### src/verilog/isaPkg.sv
`default_nettype none

package isaPkg;

	////////////////////
	// Instruction word and its two views

	typedef logic [31:0] wordT;

	typedef struct packed
	{
		logic [5:0] opcode;
		logic [4:0] rs;
		logic [4:0] rt;
		logic [4:0] rd;
		logic [4:0] shamt;
		logic [5:0] funct;
	} rFormatT; // Register format

	typedef struct packed
	{
		logic [5:0]  opcode;
		logic [4:0]  rs;
		logic [4:0]  rt;
		logic [15:0] imm16;
	} iFormatT; // Immediate format

	typedef union packed
	{
		rFormatT r;
		iFormatT i;
	} instrU; // Same 32 bits seen both ways

	////////////////////
	// Opcodes and funct codes

	localparam logic [5:0] opSpecial = 6'h00; // R-format group
	localparam logic [5:0] opLw      = 6'h23;
	localparam logic [5:0] opSw      = 6'h2B;
	localparam logic [5:0] opBeq     = 6'h04;
	localparam logic [5:0] opAddi    = 6'h08;

	localparam logic [5:0] fnAdd = 6'h20;
	localparam logic [5:0] fnSub = 6'h22;
	localparam logic [5:0] fnAnd = 6'h24;
	localparam logic [5:0] fnOr  = 6'h25;
	localparam logic [5:0] fnSlt = 6'h2A;

	typedef enum logic [2:0]
	{
		clsAlu,
		clsAluImm,
		clsLoad,
		clsStore,
		clsBranch,
		clsIllegal
	} instrClassT;

	// Decoder result, unused fields zero
	typedef struct packed
	{
		instrClassT  instrClass;
		logic [4:0]  rs;
		logic [4:0]  rt;
		logic [4:0]  rd;
		logic [5:0]  funct;
		logic [31:0] imm; // Sign extended imm16
	} decodedT;

endpackage

`default_nettype wire
### src/verilog/fetchPkg.sv
`default_nettype none

package fetchPkg;

	// Widths of the front end counters
	localparam int pcW     = 32; // Word address
	localparam int creditW = 4;  // Every credit and queue counter

	typedef logic [pcW-1:0] pcT;

	// One fetched word tagged with its address
	typedef struct packed
	{
		pcT           pc;
		isaPkg::wordT word;
	} fetchItemT;

endpackage

`default_nettype wire

### src/verilog/fetchCreditIf.sv
`timescale 1ns/100ps
`default_nettype none

// Fetch to decode link under credit flow control
interface fetchCreditIf;

	logic                valid;        // One item this cycle
	fetchPkg::fetchItemT item;         // PC plus word
	logic                creditReturn; // Decoder freed one entry

	// Sender side
	modport fetch
	(
		output valid,
		output item,
		input  creditReturn
	);

	// Receiver side
	modport decode
	(
		input  valid,
		input  item,
		output creditReturn
	);

endinterface

`default_nettype wire

### src/verilog/fetchFrontEnd.sv
`timescale 1ns/100ps
`default_nettype none

module fetchFrontEnd #(
	parameter int memDepth    = 32,
	parameter int loadCredits = 2,
	parameter int decCredits  = 2,
	parameter int outCredits  = 4
) (
	input  logic            clk,
	input  logic            rstN,

	// Debug load stream
	input  logic            loadValid,
	input  isaPkg::wordT    loadWord,
	output logic            loadCredit,

	// Run control
	input  logic            runStart,
	output logic            runDone,

	// Decoded stream
	output logic            outValid,
	output isaPkg::decodedT outDecoded,
	input  logic            outCredit
);

	logic         fetchBusy;
	fetchPkg::pcT programLength;
	logic         readEn;
	fetchPkg::pcT readAddr;
	isaPkg::wordT readData;
	logic         writeEn;
	fetchPkg::pcT writeAddr;
	isaPkg::wordT writeData;

	fetchCreditIf fetchLink (); // Fetch to decode

	instructionMemory #(
		.memDepth (memDepth)
	) i_instructionMemory (
		.clk       (clk),
		.rstN      (rstN),
		.readEn    (readEn),
		.readAddr  (readAddr),
		.readData  (readData),
		.writeEn   (writeEn),
		.writeAddr (writeAddr),
		.writeData (writeData)
	);

	debugLoader #(
		.memDepth    (memDepth),
		.loadCredits (loadCredits)
	) i_debugLoader (
		.clk           (clk),
		.rstN          (rstN),
		.loadValid     (loadValid),
		.loadWord      (loadWord),
		.loadCredit    (loadCredit),
		.fetchBusy     (fetchBusy),
		.writeEn       (writeEn),
		.writeAddr     (writeAddr),
		.writeData     (writeData),
		.programLength (programLength)
	);

	fetchUnit #(
		.decCredits (decCredits)
	) i_fetchUnit (
		.clk           (clk),
		.rstN          (rstN),
		.runStart      (runStart),
		.runDone       (runDone),
		.programLength (programLength),
		.fetchBusy     (fetchBusy),
		.readEn        (readEn),
		.readAddr      (readAddr),
		.readData      (readData),
		.toDecode      (fetchLink.fetch)
	);

	instructionDecoder #(
		.decCredits (decCredits),
		.outCredits (outCredits)
	) i_instructionDecoder (
		.clk        (clk),
		.rstN       (rstN),
		.fromFetch  (fetchLink.decode),
		.outValid   (outValid),
		.outDecoded (outDecoded),
		.outCredit  (outCredit)
	);

endmodule

`default_nettype wire

### src/verilog/instructionDecoder.sv
`timescale 1ns/100ps
`default_nettype none

module instructionDecoder #(
	parameter int decCredits = 2,
	parameter int outCredits = 4
) (
	input  logic            clk,
	input  logic            rstN,
	fetchCreditIf.decode    fromFetch,
	output logic            outValid,
	output isaPkg::decodedT outDecoded,
	input  logic            outCredit   // Consumer freed one slot
);

	localparam int ptrW = (decCredits > 1) ? $clog2(decCredits) : 1;
	localparam logic [ptrW-1:0] lastSlot = ptrW'(decCredits - 1);
	localparam logic [fetchPkg::creditW-1:0] fullCount = decCredits[fetchPkg::creditW-1:0];
	localparam logic [fetchPkg::creditW-1:0] outStart = outCredits[fetchPkg::creditW-1:0];

	isaPkg::wordT                 queue [decCredits]; // Fetched words
	logic [ptrW-1:0]              wrPtr;
	logic [ptrW-1:0]              rdPtr;
	logic [fetchPkg::creditW-1:0] count;
	logic [fetchPkg::creditW-1:0] outCnt; // Credits toward the consumer
	logic                         push;
	logic                         pop;
	isaPkg::instrU                head;

	assign push = fromFetch.valid;
	assign pop  = (count != '0) && (outCnt != '0);
	assign head = queue[rdPtr];

	////////////////////
	// Decode rule

	function automatic isaPkg::decodedT decodeWord(isaPkg::instrU ins);
		isaPkg::decodedT d;
		d            = '0;
		d.instrClass = isaPkg::clsIllegal; // Default with all fields zero
		d.rs         = ins.i.rs;
		d.rt         = ins.i.rt;
		d.imm        = {{16{ins.i.imm16[15]}}, ins.i.imm16};
		case (ins.i.opcode)
			isaPkg::opAddi: d.instrClass = isaPkg::clsAluImm;
			isaPkg::opLw:   d.instrClass = isaPkg::clsLoad;
			isaPkg::opSw:   d.instrClass = isaPkg::clsStore;
			isaPkg::opBeq:  d.instrClass = isaPkg::clsBranch;
			isaPkg::opSpecial:
			begin
				d.imm = '0; // R view
				if (ins.r.funct inside {isaPkg::fnAdd, isaPkg::fnSub, isaPkg::fnAnd,
					isaPkg::fnOr, isaPkg::fnSlt})
				begin
					d.instrClass = isaPkg::clsAlu;
					d.rd         = ins.r.rd;
					d.funct      = ins.r.funct;
				end
			end
			default: d.instrClass = isaPkg::clsIllegal;
		endcase
		if (d.instrClass == isaPkg::clsIllegal)
			d = '{instrClass: isaPkg::clsIllegal, default: '0};
		return d;
	endfunction

	////////////////////
	// Queue and output

	always_ff @(posedge clk)
	begin
		if (push)
			queue[wrPtr] <= fromFetch.item.word;
		if (pop)
			outDecoded <= decodeWord(head);
	end

	always_ff @(posedge clk or negedge rstN)
	begin
		if (!rstN)
		begin
			wrPtr                  <= '0;
			rdPtr                  <= '0;
			count                  <= '0;
			outCnt                 <= outStart;
			outValid               <= 1'b0;
			fromFetch.creditReturn <= 1'b0;
		end
		else
		begin
			if (push)
				wrPtr <= (wrPtr == lastSlot) ? '0 : wrPtr + 1'b1;
			if (pop)
				rdPtr <= (rdPtr == lastSlot) ? '0 : rdPtr + 1'b1;
			if (push && !pop)
				count <= count + 1'b1;
			else if (pop && !push)
				count <= count - 1'b1;
			if (pop && !outCredit)
				outCnt <= outCnt - 1'b1;
			else if (outCredit && !pop)
				outCnt <= outCnt + 1'b1;
			outValid               <= pop; // Cycle after the pop
			fromFetch.creditReturn <= pop; // Entry freed
		end
	end

	// Fetch must hold a credit for each item
	queueOverflow: assert property (@(posedge clk) disable iff (!rstN)
		push |-> (count < fullCount))
		else $error("instructionDecoder queue overflow");

endmodule

`default_nettype wire

### src/verilog/fetchUnit.sv
`timescale 1ns/100ps
`default_nettype none

module fetchUnit #(
	parameter int decCredits = 2
) (
	input  logic         clk,
	input  logic         rstN,
	input  logic         runStart,      // One cycle pulse
	output logic         runDone,       // One cycle pulse
	input  fetchPkg::pcT programLength,
	output logic         fetchBusy,

	// Memory read port
	output logic         readEn,
	output fetchPkg::pcT readAddr,
	input  isaPkg::wordT readData,

	fetchCreditIf.fetch  toDecode
);

	localparam logic [fetchPkg::creditW-1:0] fullCredits = decCredits[fetchPkg::creditW-1:0];

	logic                         running;
	fetchPkg::pcT                 pc;       // Next word to read
	fetchPkg::pcT                 issuedPc; // Address of the read in flight
	logic [fetchPkg::creditW-1:0] credits;  // Free decoder entries
	logic                         atEnd;

	assign atEnd     = (pc >= programLength);
	assign readEn    = running && !atEnd && (credits != '0);
	assign readAddr  = pc;
	assign fetchBusy = running; // Loader waits

	////////////////////
	// Run control

	always_ff @(posedge clk or negedge rstN)
	begin
		if (!rstN)
		begin
			running <= 1'b0;
			pc      <= '0;
			runDone <= 1'b0;
		end
		else
		begin
			runDone <= running && atEnd; // Cycle after the last item
			if (!running && runStart)
			begin
				running <= 1'b1;
				pc      <= '0; // Every run starts at address zero
			end
			else if (running && atEnd)
				running <= 1'b0;
			else if (readEn)
				pc <= pc + 1'b1; // Sequential only
		end
	end

	////////////////////
	// Item out and credits

	// Memory data lands one cycle after the read
	always_ff @(posedge clk)
	begin
		if (readEn)
			issuedPc <= pc;
	end

	assign toDecode.item = '{pc: issuedPc, word: readData};

	always_ff @(posedge clk or negedge rstN)
	begin
		if (!rstN)
		begin
			toDecode.valid <= 1'b0;
			credits        <= fullCredits; // Decoder queue depth
		end
		else
		begin
			toDecode.valid <= readEn;
			case ({readEn, toDecode.creditReturn})
				2'b10:   credits <= credits - 1'b1; // Spent at issue
				2'b01:   credits <= credits + 1'b1;
				default: credits <= credits;        // Both or neither
			endcase
		end
	end

	// Returns from the decoder never exceed what was spent
	creditBound: assert property (@(posedge clk) disable iff (!rstN)
		credits <= fullCredits)
		else $error("fetchUnit credit counter out of range");

endmodule

`default_nettype wire

### src/verilog/debugLoader.sv
`timescale 1ns/100ps
`default_nettype none

module debugLoader #(
	parameter int memDepth    = 32,
	parameter int loadCredits = 2
) (
	input  logic         clk,
	input  logic         rstN,
	input  logic         loadValid,
	input  isaPkg::wordT loadWord,
	output logic         loadCredit,    // One pulse per freed entry
	input  logic         fetchBusy,     // Memory belongs to fetch
	output logic         writeEn,
	output fetchPkg::pcT writeAddr,
	output isaPkg::wordT writeData,
	output fetchPkg::pcT programLength  // Words loaded so far
);

	localparam int ptrW = (loadCredits > 1) ? $clog2(loadCredits) : 1;
	localparam logic [ptrW-1:0] lastSlot = ptrW'(loadCredits - 1);
	localparam logic [fetchPkg::creditW-1:0] fullCount = loadCredits[fetchPkg::creditW-1:0];
	localparam fetchPkg::pcT depthLimit = memDepth;

	isaPkg::wordT queue [loadCredits]; // Words waiting for the memory
	logic [ptrW-1:0] wrPtr;
	logic [ptrW-1:0] rdPtr;
	logic [fetchPkg::creditW-1:0] count;
	logic empty;
	logic drain;   // One word leaves this cycle
	logic bypass;  // Incoming word goes straight to memory
	logic push;
	logic pop;
	logic inRange; // Next address still fits

	assign empty   = (count == '0);
	assign drain   = !fetchBusy && (!empty || loadValid);
	assign bypass  = drain && empty;
	assign pop     = drain && !empty;
	assign push    = loadValid && !bypass;
	assign inRange = (programLength < depthLimit);

	assign writeEn   = drain && inRange; // Out of range words vanish
	assign writeAddr = programLength;    // Sequential addresses
	assign writeData = empty ? loadWord : queue[rdPtr];

	always_ff @(posedge clk)
	begin
		if (push)
			queue[wrPtr] <= loadWord;
	end

	always_ff @(posedge clk or negedge rstN)
	begin
		if (!rstN)
		begin
			wrPtr         <= '0;
			rdPtr         <= '0;
			count         <= '0;
			loadCredit    <= 1'b0;
			programLength <= '0;
		end
		else
		begin
			if (push)
				wrPtr <= (wrPtr == lastSlot) ? '0 : wrPtr + 1'b1;
			if (pop)
				rdPtr <= (rdPtr == lastSlot) ? '0 : rdPtr + 1'b1;
			if (push && !pop)
				count <= count + 1'b1;
			else if (pop && !push)
				count <= count - 1'b1;
			loadCredit <= drain; // Credit one cycle after the write
			if (writeEn)
				programLength <= programLength + 1'b1;
		end
	end

	////////////////////
	// Checks

	// Sender must respect its credits
	queueOverflow: assert property (@(posedge clk) disable iff (!rstN)
		push |-> (count < fullCount))
		else $error("debugLoader queue overflow");

	// Program larger than the memory
	loadDropped: assert property (@(posedge clk) disable iff (!rstN)
		drain |-> inRange)
		else $error("debugLoader word beyond memDepth dropped");

endmodule

`default_nettype wire

### src/verilog/instructionMemory.sv
`timescale 1ns/100ps
`default_nettype none

module instructionMemory #(
	parameter int memDepth = 32
) (
	input  logic         clk,
	input  logic         rstN,

	// Fetch read path
	input  logic         readEn,
	input  fetchPkg::pcT readAddr,
	output isaPkg::wordT readData,

	// Debug write path
	input  logic         writeEn,
	input  fetchPkg::pcT writeAddr,
	input  isaPkg::wordT writeData
);

	localparam int addrW = (memDepth > 1) ? $clog2(memDepth) : 1;
	localparam fetchPkg::pcT depthLimit = memDepth;

	isaPkg::wordT memory [memDepth]; // Program store

	// Write on the rising edge
	always_ff @(posedge clk)
	begin
		if (writeEn)
			memory[writeAddr[addrW-1:0]] <= writeData;
	end

	// Registered read that holds until the next one
	always_ff @(posedge clk)
	begin
		if (readEn)
			readData <= memory[readAddr[addrW-1:0]];
	end

	////////////////////
	// Checks

	// Loader and fetch take turns on the memory
	readWriteExclusive: assert property (@(posedge clk) disable iff (!rstN)
		!(readEn && writeEn))
		else $error("instructionMemory read and write in the same cycle");

	// Both paths stay inside the array
	addrInRange: assert property (@(posedge clk) disable iff (!rstN)
		(readEn -> (readAddr < depthLimit)) && (writeEn -> (writeAddr < depthLimit)))
		else $error("instructionMemory address beyond memDepth");

endmodule

`default_nettype wire

### config.mk
export PLATFORM = sky130hd
export DESIGN_NAME = fetchFrontEnd
export DESIGN_NICKNAME = d
export VERILOG_FILES = /design/src/verilog/isaPkg.sv /design/src/verilog/fetchPkg.sv /design/src/verilog/fetchCreditIf.sv /design/src/verilog/fetchFrontEnd.sv /design/src/verilog/instructionDecoder.sv /design/src/verilog/fetchUnit.sv /design/src/verilog/debugLoader.sv /design/src/verilog/instructionMemory.sv
export SDC_FILE = /design/constraint.sdc
export NUM_CORES = 1
export LEC_CHECK = 0
export ABC_AREA = 0
export BUFFER_PORTS_ARGS = -buffer_cell sky130_fd_sc_hd__buf_2
export CORE_UTILIZATION = 36
export DETAILED_ROUTE_END_ITERATION = 7
export SLEW_MARGIN = 5
export SYNTH_ARGS = -nofsm -noshare
export SYNTH_HDL_FRONTEND = slang
export SYNTH_HIERARCHICAL = 1
export SYNTH_SLANG_ARGS = --single-unit
### constraint.sdc
create_clock -name clk -period 12.31 [get_ports clk]
set_input_delay 1.8465 -clock clk [delete_from_list [all_inputs] [get_ports clk]]
set_output_delay 1.8465 -clock clk [all_outputs]
set_load 0.03 [all_outputs]
==> flow_metrics.py, run 1 <==
metrics = {
    "synth": {
        "yosysWarnings": 6,
        "synth_nets": 3284,
        "syn_avg_cell_area_sq_um": 16.5,
        "synth_cells": 3198,
        "synth_area_sq_um": 52700,
    },
    "cells_and_area": {
        "area_growth_pct": 13.5,
        "drive_gt1_share_pct": 14.3,
        "multiInputGateArea_sq_um": 12600,
        "fillers": 13000,
        "fin_nets": 3365,
        "regArea_sq_um": 39000,
    },
    "critical_path": {
        "cp.arrival_ps": 5800,
        "r2r_end": "i_instructionMemory/readData[18]",
        "required_ps": 12770,
        "critPathLaunch": "i_fetchUnit/readAddr[0]",
        "r2r-start": "i_fetchUnit/readAddr[0]",
        "r2r_cells": 8,
        "critPathMaxStageDelay_ps": 950,
        "cpMaxStageDelayCell": "buf_4",
        "crit_chain": "buf_4 > buf_4 > buf_12 > buf_4 > mux2i_1 > a22oi_1 > nand3_1 > nand3_1",
        "crit_fanout": 135,
        "startpoint_type": "register",
        "cp_common_cell": "buf_4",
        "critPathKind": "reg2reg",
        "rrSetupSlack_ps": 6960,
        "end_kind": "register",
    },
    "die": {
        "die-area_sq_um": 148000,
        "core_sq_um": 145000,
        "die_w_um": 385,
        "pin_count": 96,
        "dieHeight_um": 385,
        "start_util_pct": 36.2,
        "std_cell_rows": 140,
    },
    "cts": {
        "cts_sinks": 1313,
        "cts_root_buffer": "clkbuf_16",
        "path_clk_slew_ps": 60,
        "cts_tree": "built",
        "cts_resized": 0,
        "clk_latency_ps": 760,
        "cts_buffers": 140,
        "holdBufCountCts": 0,
        "cts_max_level": 4,
        "post_cts_buffers": 0,
        "cts.path.max_buffers": 3,
    },
    "route": {
        "drt-met1-wl_um": 55300,
        "drtIter0Drc": 2079,
        "route.detailed.drc": 0,
        "highest_layer": "met5",
        "dr.pass1.iters": 5,
        "vias_per_cell": 5.20,
        "wl_met3_um": 7550,
        "routed-wl-met2_um": 53900,
        "ant_nets": 0,
        "drt-wirelength-per-cell_um": 22.5,
        "totalWireLength_um": 119000,
        "vias": 27600,
    },
    "timing": {
        "tightest_slew_ps": 1300,
        "max_freq_mhz": 187,
        "slew_headroom_pct": 13.1,
        "fin_skew_ps": 22.9,
        "hold_viol": 0,
        "rsz0062_at_grt": "false",
        "report.final.slew_viol_count": 0,
        "finalSetupViolCount": 0,
        "tns_ps": 0,
        "post-route-min-period_ps": 5350,
        "post-route-period-util_pct": 43.4,
    },
    "global_route": {
        "grt_use_total_pct": 16.1,
        "grt_antenna_before_repair": 2,
        "grt-ovfl-total": 0,
        "grt_pass1_vias": 27300,
        "grt_pass1_wl_um": 177000,
        "grt_max_degree": 136,
    },
    "run": {
        "max_cap_violations": 0,
    },
    "hold_path": {
        "hold_depth": 0,
        "min_from": "i_debugLoader/programLength[9]",
        "hold_end": "i_debugLoader/programLength[9]",
        "hold_class": "reg2reg",
    },
    "outcome": {
        "outcome": "completed",
    },
    "placement": {
        "port_buffers": 95,
        "gp_congestion": 0.756,
        "dp_hpwl_um": 62700,
    },
    "power": {
        "peakVddDrop_mv": 0.133,
        "totalPowerFinal_w": 0.0114,
        "power_density_nw_per_um2": 190,
        "p_leak_nw": 18.6,
    },
}
==> power by group <==
group          leakage [nW]  switching [W]  total, W  internal, W
combinational          4.20        0.00108   0.00136     0.000279
sequential             12.2      0.0000953   0.00582      0.00573
clock                  2.22        0.00171   0.00417      0.00246
==> through the flow <==
stage | cells | hold WS [ps] | worst slack [ps] | area, sq um | util, %
2_1_floorplan | 3198 | 443 | 7560 | 52700 | -
3_3_place_gp | 5054 | 388 | 6990 | 55200 | 38.0
3_5_place_dp | 5054 | 390 | 6930 | 55200 | 38.0
4_1_cts | 5307 | 403 | 6930 | 59800 | 41.1
5_1_grt | 5307 | 413 | 6610 | 59800 | 41.1
6_report | 5311 | 398 | 6960 | 59800 | 41.1
==> layer usage <==
metal / track usage, % / up-vias
met5: 0 / -
met4: 4.82 / 2
met3: 3.20 / 174
met2: 24.9 / 747
met1: 22.8 / 14100
li1: - / 12600
==> worst max-delay path: cells and delay by family, from the launching register on <==
family / cells / cell delay, ps
AOI/OAI and AO/OA: 1 / 110
buffers and inverters: 4 / 3310
DFF: 1 / 880
muxes: 1 / 270
and+or+nand+nor: 2 / 210
==> placed cells by master, fill, tap and decap left out, drive strengths merged, types with 3 or more instances in the layout <==
cell	count
clkbuf	179
ha	45
inv	57
a31o	5
a21oi	131
fa	4
nand2	161
a21o	7
nand2b	5
or4	22
nor4	15
nor2b	5
diode	4
mux2	5
and3	5
or3b	3
edfxtp	1224
or2	4
xnor2	11
o311ai	3
dfrtp	87
a22oi	97
buf	179
nand3	119
a22o	65
nor2	91
bufinv	12
nand4	19
o21ai	42
o31ai	22
clkinv	54
xor2	13
and4	8
nor3	41
a31oi	38
nand3b	5
and2	4
mux2i	578
==> area by class of cell <==
type	count	share of cell area, %
antenna	4	0.0167
clock buffer	179	6.43
clock inverter	74	1.15
inverter	51	0.320
multi-input combinational	1594	21.0
sequential	1313	65.2
tap	1917	4.01
timing repair buffer	179	1.90
==> sequential cells by signal (all words and copies together) (netlist names) <==
signal                           flops
i_debugLoader/count                  4
i_debugLoader/loadCredit             1
i_debugLoader/programLength         32
i_debugLoader/queue                 64
i_debugLoader/rdPtr                  1
i_debugLoader/wrPtr                  1
i_fetchUnit/credits                  4
i_fetchUnit/fetchBusy                1
i_fetchUnit/readAddr                32
i_fetchUnit/runDone                  1
i_fetchUnit/toDecode.valid           1
i_instructionDecoder/count           4
i_instructionDecoder/outCnt          4
i_instructionDecoder/outDecoded     40
i_instructionDecoder/outValid        1
i_instructionDecoder/queue          64
i_instructionDecoder/rdPtr           1
i_instructionDecoder/wrPtr           1
i_instructionMemory/memory        1024
i_instructionMemory/readData        32
==> worst max path at each step <==
| stage | slack, ps | endpoint |
|---|---|---|
| floorplan | 7560 | i_instructionMemory/memory[12][0] |
| global placement | 6990 | i_instructionMemory/readData[18] |
| detailed placement | 6930 | i_instructionMemory/readData[19] |
| CTS | 6930 | i_instructionMemory/readData[18] |
| global route | 6610 | i_instructionMemory/readData[19] |
| finish | 6960 | i_instructionMemory/readData[18] |
Note: power is estimated with default switching activity, not from simulation.
==> run 2: changes to the inputs <==
- clock period: 12.31 -> 4.3 ns (I/O delays scaled with it)
==> run 2 against run 1 <==
  * Non-clock buffer count is 37 higher
  * Critical endpoint is now i_fetchUnit/credits[3]
  * Maximum frequency is 38% higher
  * Sequential power grew to 2.9 times the previous value
  * Clock-buffer cell count is 6 higher
  * Die area stayed put
  * Highest routed layer is now met4
  * Critical path type unchanged
  * Global-route usage is 0.054 points higher
==> flow_metrics.py, run 2 (synthesis results as in run 1) <==
metrics = {
    "critical_path": {
        "end_kind": "register",
        "critPathLaunch": "i_debugLoader/programLength[0]",
        "cp.arrival_ps": 4520,
        "r2r-start": "i_debugLoader/programLength[0]",
        "cpMaxStageDelayCell": "a22oi_2",
        "rrSetupSlack_ps": 420,
        "crit_fanout": 9,
        "required_ps": 4940,
        "critPathMaxStageDelay_ps": 500,
        "critPathKind": "reg2reg",
        "crit_chain": "ha_1 > nand2b_1 > a2111oi_0 > o311ai_0 > a22oi_2 > nand2_1 > ha_1 > inv_1 > ha_1 > a21o_1 > a21oi_1 > xnor2_1 > nor2_1 > xor2_1",
        "startpoint_type": "register",
        "cp_common_cell": "ha_1",
    },
    "placement": {
        "place_ws_ps": 148,
        "dp_hpwl_um": 64400,
        "gp_congestion": 0.778,
        "place_area_sq_um": 55900,
        "port_buffers": 95,
    },
    "die": {
        "core_sq_um": 145000,
        "die-area_sq_um": 148000,
        "start_util_pct": 36.2,
        "pin_count": 96,
        "dieHeight_um": 385,
        "std_cell_rows": 140,
        "die_w_um": 385,
    },
    "cells_and_area": {
        "regArea_sq_um": 39000,
        "fin_nets": 3405,
        "finish.utilization_pct": 41.5,
        "multiInputGateArea_sq_um": 12500,
        "n_antenna_cell": 0,
        "drive_gt1_share_pct": 15.1,
        "final_common_cell": "edfxtp_1",
        "postLayoutCellArea_sq_um": 60300,
        "fillers": 13000,
        "area_growth_pct": 14.5,
        "final_cell_mix": "1224 x edfxtp_1, 575 x mux2i_1, 161 x nand2_1",
        "largest_register_ffs": 1024,
    },
    "outcome": {
        "outcome": "completed",
    },
    "timing": {
        "post-route-min-period_ps": 3880,
        "fin_skew_ps": 25.3,
        "tns_ps": 0,
        "slew_headroom_pct": 9.42,
        "rsz0062_at_grt": "false",
        "tightest_slew_ps": 1360,
        "finalSetupViolCount": 0,
        "max_freq_mhz": 258,
        "worst_slack_ps": 421,
        "post-route-period-util_pct": 90.2,
        "hold_viol": 0,
        "report.final.slew_viol_count": 0,
    },
    "cts": {
        "cts.path.max_buffers": 3,
        "cts_sinks": 1313,
        "post_cts_buffers": 0,
        "path_clk_slew_ps": 60,
        "cts_root_buffer": "clkbuf_16",
        "clk_latency_ps": 770,
        "cts_tree": "built",
        "cts_buffers": 143,
        "cts_max_level": 4,
    },
    "route": {
        "vias_per_cell": 5.19,
        "ant_nets": 0,
        "route.detailed.drc": 0,
        "dr.pass1.iters": 5,
        "drt-wirelength-per-cell_um": 22.4,
        "totalWireLength_um": 120000,
        "vias": 27800,
        "drtIter0Drc": 2521,
    },
    "hold_path": {
        "min_from": "loadWord[22]",
        "hold_class": "in2reg",
    },
    "power": {
        "power_density_nw_per_um2": 535,
        "p_leak_nw": 18.8,
        "peakVddDrop_mv": 0.293,
    },
    "global_route": {
        "grt_antenna_before_repair": 1,
        "grt_max_degree": 116,
        "grt-ovfl-total": 0,
        "grt_pass1_vias": 27200,
        "grt_use_total_pct": 16.1,
        "grt_pass1_wl_um": 177000,
    },
    "run": {
        "max_cap_violations": 0,
    },
}
## run 2: worst paths after layout
path,end,cells past startpoint
max,i_fetchUnit/credits[3],14
min in group asynchronous,i_debugLoader/wrPtr,2
max reg2reg,i_fetchUnit/credits[3],14
min,i_debugLoader/queue[0][22],1
min reg2reg,i_debugLoader/programLength[9],0
max in group asynchronous,i_instructionDecoder/outCnt[2],3
## run 2: power breakdown
part | internal, W | switching [W]
clock | 0.00665 | 0.00495
sequential | 0.0164 | 0.000238
combinational | 0.000888 | 0.00315
total | 0.0239 | 0.00834
## run 2: layout make-up
| class | instances | share of cell area, % |
|---|---|---|
| Sequential cell | 1313 | 64.6 |
| Multi-Input combinational cell | 1594 | 20.8 |
| Clock buffer | 185 | 6.33 |
| Tap cell | 1917 | 3.98 |
| Timing Repair Buffer | 216 | 2.95 |
| Clock inverter | 77 | 1.01 |
| Inverter | 51 | 0.317 |
## run 2: layer usage
layer  GRT usage (%)  wire length [um]  vias up
li1                -                 -    12700
met1            23.6             56300    14200
met2            24.6             53800      787
met3            2.32              7180      176
met4            5.33              2500        0
met5               0                 0        -
## run 2: critical path, delay by kind of cell, from the launching register on
family | cells | cell delay (ps)
AOI/OAI and AO/OA | 5 | 1550
adders and majority gates | 3 | 860
and+or+nand+nor | 3 | 500
DFF | 1 | 470
xor gates and xnor gates | 2 | 280
buffers and inverters | 1 | 120
## run 2: through the flow
stage	hold WS, ps	total power [W]	instances
after detailed placement	389	0.0209	5090
after global placement	387	0.0207	5090
after CTS	25.3	0.0325	5353
after floorplan	349	0.0190	3198
after global routing	71.9	0.0334	5353
final	91.5	0.0323	5353
## run 2: what timing repair did
item,in CTS,in global routing
setup endpoints to repair,0,1
hold buffers,1,0
resized for setup,0,1
hold endpoints to repair,50,0
